==> src/rtl/core_macros.svh <==
/*
  video geometry, I2S framing and bridge decode constants
  geometry assumes a 12.288 MHz pixel clock, 400x512 total, 320x240 active
  CORE_SCLK_DIV must stay 4, since the divider uses its top bit as sclk
*/
`ifndef CORE_MACROS_SVH
`define CORE_MACROS_SVH

// video line and frame geometry, in pixel clocks and lines
`define CORE_H_TOTAL    400
`define CORE_V_TOTAL    512
`define CORE_H_ACTIVE   320
`define CORE_V_ACTIVE   240
`define CORE_H_BPORCH   10
`define CORE_V_BPORCH   10
// hs lands a few pixels after vs
`define CORE_HS_X       3

// i2s framing
`define CORE_SCLK_DIV   4
`define CORE_I2S_SLOT   32
`define CORE_I2S_BITS   16

// top address byte of the register block
`define CORE_REG_REGION 8'h10

`endif
==> src/rtl/core_av_pkg.sv <==
/*
  audio and video types shared by the generators
  i2s_chan_e values are the lrck level on the wire
*/
`default_nettype none

package core_av_pkg;

    // 8:8:8 pixel, red in the top byte
    typedef logic [23:0] rgb_t;

    // signed pcm sample
    typedef logic signed [15:0] sample_t;

    // x and y counters, wide enough for 512
    typedef logic [9:0] coord_t;

    // frames since reset, wraps
    typedef logic [15:0] frame_t;

    // lrck low for left, high for right
    typedef enum logic {
        CHAN_LEFT  = 1'b0,
        CHAN_RIGHT = 1'b1
    } i2s_chan_e;

endpackage

`default_nettype wire

==> src/rtl/core_bus_pkg.sv <==
/*
  bridge side types
  register select comes from address bits 3:2 only
*/
`default_nettype none

package core_bus_pkg;

    // one bridge data or address word
    typedef logic [31:0] word_t;

    // register select, taken from addr[3:2]
    // samples use the low 16 bits only
    // frame count is read only
    typedef enum logic [1:0] {
        REG_FILL_RGB    = 2'd0,
        REG_AUDIO_LEFT  = 2'd1,
        REG_AUDIO_RIGHT = 2'd2,
        REG_FRAME_COUNT = 2'd3
    } reg_sel_e;

endpackage

`default_nettype wire

==> src/rtl/core_cfg_if.sv <==
/*
  settings from the register block to the generators, plus the frame count back
  all signals are synchronous to audgen_mclk
*/
`default_nettype none

interface core_cfg_if;
    import core_av_pkg::*;

    // driven by the register block
    rgb_t    fill_rgb;
    sample_t audio_left;
    sample_t audio_right;

    // driven by video timing
    frame_t  frame_count;
    logic    frame_start;

    modport regs  (output fill_rgb, output audio_left, output audio_right, input frame_count);
    modport video (input fill_rgb, output frame_count, output frame_start);
    // audio sees the samples only
    modport audio (input audio_left, input audio_right);

endinterface

`default_nettype wire

==> src/rtl/core_top.sv <==
/*
  core top, bridge registers, video timing and I2S on one clock
  audgen_mclk is 12.288 MHz and doubles as the pixel clock
  audio_mclk is that same clock forwarded to the codec
*/
`default_nettype none

module core_top (
    input  logic                audgen_mclk,
    input  logic                reset_n,

    // bridge bus
    input  core_bus_pkg::word_t bridge_addr,
    input  logic                bridge_rd,
    input  logic                bridge_wr,
    input  core_bus_pkg::word_t bridge_wr_data,
    output core_bus_pkg::word_t bridge_rd_data,

    // video to scaler
    output core_av_pkg::rgb_t   video_rgb,
    output logic                video_de,
    output logic                video_hs,
    output logic                video_vs,
    output logic                video_skip,

    // i2s to codec
    output logic                audio_mclk,
    output logic                audio_sclk,
    output logic                audio_lrck,
    output logic                audio_dac
);

    // settings and frame count between the blocks
    core_cfg_if cfg_i ();

    ////////////////////////////////
    // bridge decode
    ////////////////////////////////

    core_regs regs_i (
        .audgen_mclk    (audgen_mclk),
        .reset_n        (reset_n),
        .bridge_addr    (bridge_addr),
        .bridge_rd      (bridge_rd),
        .bridge_wr      (bridge_wr),
        .bridge_wr_data (bridge_wr_data),
        .bridge_rd_data (bridge_rd_data),
        .cfg            (cfg_i.regs)
    );

    ////////////////////////////////
    // video and audio generation
    ////////////////////////////////

    video_timing video_i (
        .audgen_mclk (audgen_mclk),
        .reset_n     (reset_n),
        .cfg         (cfg_i.video),
        .video_rgb   (video_rgb),
        .video_de    (video_de),
        .video_hs    (video_hs),
        .video_vs    (video_vs),
        .video_skip  (video_skip)
    );

    i2s_tx i2s_i (
        .audgen_mclk (audgen_mclk),
        .reset_n     (reset_n),
        .cfg         (cfg_i.audio),
        .audio_sclk  (audio_sclk),
        .audio_lrck  (audio_lrck),
        .audio_dac   (audio_dac)
    );

    // codec master clock
    assign audio_mclk = audgen_mclk;

endmodule

`default_nettype wire

==> src/rtl/i2s_tx.sv <==
/*
  I2S transmitter, sclk = mclk/4, 32 bit clocks per channel
  16 data bits MSB first, then zeros; data starts one bit after lrck moves
  both samples are latched at the start of the left slot
*/
`default_nettype none
`include "core_macros.svh"

module i2s_tx (
    input  logic      audgen_mclk,
    input  logic      reset_n,
    core_cfg_if.audio cfg,
    output logic      audio_sclk,
    output logic      audio_lrck,
    output logic      audio_dac
);
    import core_av_pkg::*;

    localparam int DIV_W  = $clog2(`CORE_SCLK_DIV);
    localparam int SLOT_W = $clog2(`CORE_I2S_SLOT);

    logic [DIV_W-1:0]  div_q;
    logic [SLOT_W-1:0] slot_q;
    logic              fall_en;
    logic              slot_end;
    i2s_chan_e         lrck_q;
    sample_t           shift_q;
    sample_t           right_q;

    ////////////////////////////////
    // bit clock
    ////////////////////////////////

    always_ff @(posedge audgen_mclk or negedge reset_n) begin
        if (!reset_n) begin
            div_q <= '0;
        end else begin
            div_q <= div_q + 1'b1;
        end
    end

    // top divider bit is sclk, low after reset
    assign audio_sclk = div_q[DIV_W-1];
    // last phase before sclk drops
    assign fall_en    = (div_q == DIV_W'(`CORE_SCLK_DIV - 1));
    assign slot_end   = (slot_q == SLOT_W'(`CORE_I2S_SLOT - 1));

    ////////////////////////////////
    // slot, lrck and shifter
    ////////////////////////////////

    always_ff @(posedge audgen_mclk or negedge reset_n) begin
        if (!reset_n) begin
            slot_q    <= '0;
            lrck_q    <= CHAN_LEFT;
            shift_q   <= '0;
            right_q   <= '0;
            audio_dac <= 1'b0;
        end else if (fall_en) begin
            // the bit going out here is still the previous slot's last one
            audio_dac <= shift_q[`CORE_I2S_BITS-1];
            slot_q    <= slot_end ? '0 : slot_q + 1'b1;
            if (!slot_end) begin
                shift_q <= {shift_q[`CORE_I2S_BITS-2:0], 1'b0};
            end else if (lrck_q == CHAN_RIGHT) begin
                // new stereo pair, left goes straight into the shifter
                lrck_q  <= CHAN_LEFT;
                shift_q <= cfg.audio_left;
                right_q <= cfg.audio_right;
            end else begin
                lrck_q  <= CHAN_RIGHT;
                shift_q <= right_q;
            end
        end
    end

    assign audio_lrck = lrck_q;

endmodule

`default_nettype wire

==> src/rtl/video_timing.sv <==
/*
  320x240 timing in a 400x512 raster, one pixel per audgen_mclk cycle
  every output is registered one cycle behind the counter state
  the active area shows the fill colour only
*/
`default_nettype none
`include "core_macros.svh"

module video_timing (
    input  logic              audgen_mclk,
    input  logic              reset_n,
    core_cfg_if.video         cfg,
    output core_av_pkg::rgb_t video_rgb,
    output logic              video_de,
    output logic              video_hs,
    output logic              video_vs,
    output logic              video_skip
);
    import core_av_pkg::*;

    coord_t x_q;
    coord_t y_q;
    logic   x_end;
    logic   y_end;
    logic   h_active;
    logic   v_active;
    logic   frame_top;

    ////////////////////////////////
    // raster counters
    ////////////////////////////////

    assign x_end = (x_q == coord_t'(`CORE_H_TOTAL - 1));
    assign y_end = (y_q == coord_t'(`CORE_V_TOTAL - 1));

    always_ff @(posedge audgen_mclk or negedge reset_n) begin
        if (!reset_n) begin
            x_q <= '0;
            y_q <= '0;
        end else if (x_end) begin
            x_q <= '0;
            // y only moves at end of line
            y_q <= y_end ? '0 : y_q + 1'b1;
        end else begin
            x_q <= x_q + 1'b1;
        end
    end

    // window of the active area, back porch first
    assign h_active = (x_q >= coord_t'(`CORE_H_BPORCH)) &&
                      (x_q <  coord_t'(`CORE_H_BPORCH + `CORE_H_ACTIVE));
    assign v_active = (y_q >= coord_t'(`CORE_V_BPORCH)) &&
                      (y_q <  coord_t'(`CORE_V_BPORCH + `CORE_V_ACTIVE));
    assign frame_top = (x_q == '0) && (y_q == '0);

    ////////////////////////////////
    // registered outputs
    ////////////////////////////////

    always_ff @(posedge audgen_mclk or negedge reset_n) begin
        if (!reset_n) begin
            video_vs        <= 1'b0;
            video_hs        <= 1'b0;
            video_de        <= 1'b0;
            video_rgb       <= '0;
            cfg.frame_start <= 1'b0;
        end else begin
            video_vs        <= frame_top;
            cfg.frame_start <= frame_top;
            video_hs        <= (x_q == coord_t'(`CORE_HS_X));
            video_de        <= h_active && v_active;
            // black outside the active area
            video_rgb       <= (h_active && v_active) ? cfg.fill_rgb : '0;
        end
    end

    // counts the cycle after each vs pulse
    always_ff @(posedge audgen_mclk or negedge reset_n) begin
        if (!reset_n) begin
            cfg.frame_count <= '0;
        end else if (cfg.frame_start) begin
            cfg.frame_count <= cfg.frame_count + 1'b1;
        end
    end

    // no frames are dropped
    assign video_skip = 1'b0;

endmodule

`default_nettype wire

==> src/rtl/core_regs.sv <==
/*
  bridge register file, one 16-byte block in region CORE_REG_REGION
  writes take effect on the bridge_wr edge, no acknowledge, no stall
  read data is combinational from the address, bridge_rd changes nothing
*/
`default_nettype none
`include "core_macros.svh"

module core_regs (
    input  logic                audgen_mclk,
    input  logic                reset_n,
    input  core_bus_pkg::word_t bridge_addr,
    input  logic                bridge_rd,
    input  logic                bridge_wr,
    input  core_bus_pkg::word_t bridge_wr_data,
    output core_bus_pkg::word_t bridge_rd_data,
    core_cfg_if.regs            cfg
);
    import core_bus_pkg::*;

    logic     in_region;
    reg_sel_e sel;

    ////////////////////////////////
    // address decode
    ////////////////////////////////

    // only the top byte picks the region, as on the platform bus
    assign in_region = (bridge_addr[31:24] == `CORE_REG_REGION);
    assign sel       = reg_sel_e'(bridge_addr[3:2]);

    ////////////////////////////////
    // write side
    ////////////////////////////////

    always_ff @(posedge audgen_mclk or negedge reset_n) begin
        if (!reset_n) begin
            cfg.fill_rgb    <= '0;
            cfg.audio_left  <= '0;
            cfg.audio_right <= '0;
        end else if (bridge_wr && in_region) begin
            case (sel)
                REG_FILL_RGB:    cfg.fill_rgb    <= bridge_wr_data[23:0];
                REG_AUDIO_LEFT:  cfg.audio_left  <= bridge_wr_data[15:0];
                REG_AUDIO_RIGHT: cfg.audio_right <= bridge_wr_data[15:0];
                // frame count belongs to video timing
                default: ;
            endcase
        end
    end

    ////////////////////////////////
    // read mux
    ////////////////////////////////

    // bridge_rd is part of the platform bus but the mux does not need it
    always_comb begin
        bridge_rd_data = '0;
        if (in_region) begin
            case (sel)
                REG_FILL_RGB:    bridge_rd_data = {8'h00, cfg.fill_rgb};
                // samples read back zero extended
                REG_AUDIO_LEFT:  bridge_rd_data = {16'h0000, cfg.audio_left};
                REG_AUDIO_RIGHT: bridge_rd_data = {16'h0000, cfg.audio_right};
                REG_FRAME_COUNT: bridge_rd_data = {16'h0000, cfg.frame_count};
            endcase
        end
    end

endmodule

`default_nettype wire

==> config.mk <==
export PLATFORM = sky130hd
export DESIGN_NAME = core_top
export DESIGN_NICKNAME = d
export VERILOG_FILES = /design/src/rtl/core_av_pkg.sv /design/src/rtl/core_bus_pkg.sv /design/src/rtl/core_cfg_if.sv /design/src/rtl/core_top.sv /design/src/rtl/i2s_tx.sv /design/src/rtl/video_timing.sv /design/src/rtl/core_regs.sv
export VERILOG_INCLUDE_DIRS = /design/src /design/src/rtl
export SDC_FILE = /design/constraint.sdc
export NUM_CORES = 1
export LEC_CHECK = 0
export BUFFER_PORTS_ARGS = -buffer_cell sky130_fd_sc_hd__buf_2
export CAP_MARGIN = 20
export CORE_MARGIN = 4
export CORE_UTILIZATION = 45
export DETAILED_ROUTE_END_ITERATION = 7
export PLACE_DENSITY = 0.69
export SETUP_SLACK_MARGIN = 0.15
export SLEW_MARGIN = 15
export SYNTH_ARGS = -nofsm -noshare
export SYNTH_HDL_FRONTEND = slang
export SYNTH_SLANG_ARGS = --single-unit
==> constraint.sdc <==
create_clock -name audgen_mclk -period 2.1 [get_ports audgen_mclk]
set_clock_uncertainty 0.15 [all_clocks]
set_input_delay 0.42 -clock audgen_mclk [delete_from_list [all_inputs] [get_ports audgen_mclk]]
set_output_delay 0.42 -clock audgen_mclk [all_outputs]
set_load 0.02 [all_outputs]
==> flow_metrics.tcl <==
set metrics [dict create \
    grt_max_degree 48 \
    post-route-period-util_pct 111 \
    violations "negative setup slack" \
    layoutNonFillerInstCount 983 \
    io_buffers 91 \
    synth_area_um2 7290 \
    die_area_um2 18300 \
    irDropWorstVdd_mv 0.578 \
    whs_ns 0.0373 \
    status "complete, but fails checks" \
    synthFlopType "dfrtp_1" \
    worstSetupPathType "reg2out" \
    fillers 1175 \
    whs_path_depth 2 \
    grt_pass1_vias 5533 \
    yosys_warnings 0 \
    cap_viol_max_count 0 \
    diodes 0 \
    final_area_um2 10000 \
    place_inst 879 \
    startpoint_type "flip-flop" \
    yosys.area.top_type "dfrtp_1" \
    netlist_top_cells_area "dfrtp_1, mux2_2, mux4_2" \
    synth.top_cell.area_share_pct 54.9 \
    fin_setup_tns_ns -3.86 \
    drive_gt1_share_pct 49.5 \
    max_freq_mhz 427 \
    drt-total-wl_um 18400 \
    p_leak_nw 4.94 \
    routedWlPerCell_um 18.7 \
    total_power_mw 6.73 \
    drc_errors 0 \
    min_path_type "in2reg" \
    placementRows 46 \
    layout.nets 832 \
    synthAdderAreaFrac_pct 1.37 \
    dr.pass1.iters 5 \
    viasPerCell 5.29 \
    ys_types 45 \
    synth_xor_area_share_pct 3.12 \
    area_delta_synth_final_pct 37.8 \
    synth.avg_cell_area_um2 13.1 \
    critPathCaptureType "primary output" \
    powerDensity_nw_per_um2 670 \
    r2r_end "video_i.video_rgb[16]" \
    synth_top_family_by_area "multiplexers" \
    fp.coreArea_um2 15900 \
    cp.required_ns 1.53 \
    hold_start "bridge_wr_data[5]" \
    antenna_found_initial 0 \
    rrSetupSlack_ns 0.14 \
    clk_latency_ns 0.55 \
    reg2reg_depth 7 \
    yosys.area_share.simple_pct 12.1 \
    hold_violations 0 \
    vias 5196 \
    finalCoreUtilization_pct 63.2 \
    rsz0062_at_grt "yes" \
    r2r-start "video_i.x_q[5]" \
    arrival_ns 1.77 \
    fp.dieW_um 135 \
    track_usage_pct 20.1 \
    cts_tree "done" \
    drtIter0Drc 282 \
    whs_endpoint "regs_i.cfg.audio_right[5]" \
    slew_violations 0 \
    ys_seq_area_share_pct 54.9 \
    grt_overflow 0 \
    synthTopCellsByCount "dfrtp_1, mux2_2, and2_1" \
    relSlewSlack_pct 60.3 \
    timing.final.ws_setup_ns -0.240 \
    setup_violations 24 \
    ios 132 \
    synthMuxAreaShare_pct 22.3 \
    ys_async_sr_fraction_pct 100 \
    synth_edf_count 0 \
    fp.dieH_um 135 \
    cp-startpoint "video_i.cfg.frame_count[5]" \
    synth_compound_area_share_pct 2.88 \
    clkTransAtPathRegs_ns 0.06 \
    initial_core_util_pct 45.9 \
    dp_worst_setup_slack_ns -0.318 \
    fin_crit_ns 2.34 \
    globalplace.congestion 0.843 \
    grt_pass1_wl_um 28500 \
    yosys_register_bits 160 \
    yosysMostFrequentCell "dfrtp_1" \
    netlist_instances 555 \
    place_hpwl_um 11400 \
    place_area_um2 8370 \
    worst_pin_slew_ns 0.596 \
    postRouteAntennaNets 0 \
    crit_fanout 2 \
]
## report_power, final
group	switching (mW)	internal, mW
sequential	0.0118	3.10
combinational	0.148	0.122
clock	1.24	2.10
## worst max-delay path, stage by stage, from the launching register on
cell and delay, ns:
dfrtp_1 0.38, mux4_2 0.52, and3_4 0.21, buf_6 0.12
## area by class of cell
class / instances / area, µm² / share of cell area, %
clock buffer: 28 / 571 / 5.68
inverter: 11 / 41.3 / 0.411
multi-input combinational: 358 / 3360 / 33.4
tap: 216 / 270 / 2.69
sequential: 160 / 4010 / 39.9
timing repair buffer: 205 / 1720 / 17.1
clock inverter: 5 / 77.6 / 0.772
## logic make-up (layout without fill, tap and decap cells)
kind of cell               count (synthesis)  in the layout
AOI/OAI and AO/OA                         35             35
xor gates and xnor gates                  26             26
adders and majority gates                  8              8
buffers and inverters                     45            249
DFF                                      160            160
muxes                                    127            127
other                                      1              9
and+or+nand+nor                          153            153
## placed cells by master, fill, tap and decap left out, types with 5 or more instances in the layout
cell,netlist,final
nor3_1,8,5
o21ai_0,9,8
dfrtp_1,160,153
conb_1,1,9
dfrtp_2,0,7
xor2_1,13,13
clkbuf_16,0,20
nand3_1,12,10
dlygate4sd3_1,0,24
buf_6,1,32
and2_1,33,24
buf_4,10,74
xnor2_1,13,13
and3_4,0,17
nand2_1,12,12
and3_1,22,6
inv_1,11,11
buf_12,1,11
mux4_2,16,16
a21oi_1,17,17
mux2_2,83,83
clkbuf_8,0,5
mux2i_1,18,17
nor2_1,32,31
and2_4,0,9
nand4_1,10,10
buf_2,7,63
mux2_4,10,10
## worst max-delay path by stage
| stage | endpoint | slack (ns) |
|---|---|---|
| after floorplan | regs_i.cfg.audio_right[10] | -0.15 |
| after global placement | bridge_rd_data[22] | -0.27 |
| after detailed placement | bridge_rd_data[18] | -0.32 |
| after CTS | bridge_rd_data[3] | -0.25 |
| after global routing | bridge_rd_data[2] | -0.27 |
| final | bridge_rd_data[5] | -0.24 |
## per-layer routing
layer | GRT usage [%] | wire length [µm] | vias up
met5 | 0 | 0 | -
met4 | 6.77 | 356 | 0
met3 | 5.05 | 997 | 29
met2 | 33.1 | 9390 | 159
met1 | 26.1 | 7680 | 2656
li1 | - | - | 2352
## repair_timing
action	CTS	global route
hold endpoints to repair	92	0
resized for setup	84	27
buffers inserted	29	16
gates cloned	1	2
setup endpoints to repair	63	84
hold buffers	24	0
pin swaps	12	6
## flip-flops by register name, summed over array words and instances, names as in the netlist, 2 cells and up
register                 cells
i2s_i.div_q                  2
i2s_i.right_q               16
i2s_i.shift_q               16
i2s_i.slot_q                 5
regs_i.cfg.audio_left       16
regs_i.cfg.audio_right      16
regs_i.cfg.fill_rgb         24
video_i.cfg.frame_count     16
video_i.video_rgb           24
video_i.x_q                 10
video_i.y_q                 10
Power figures use the tool's default switching activity.
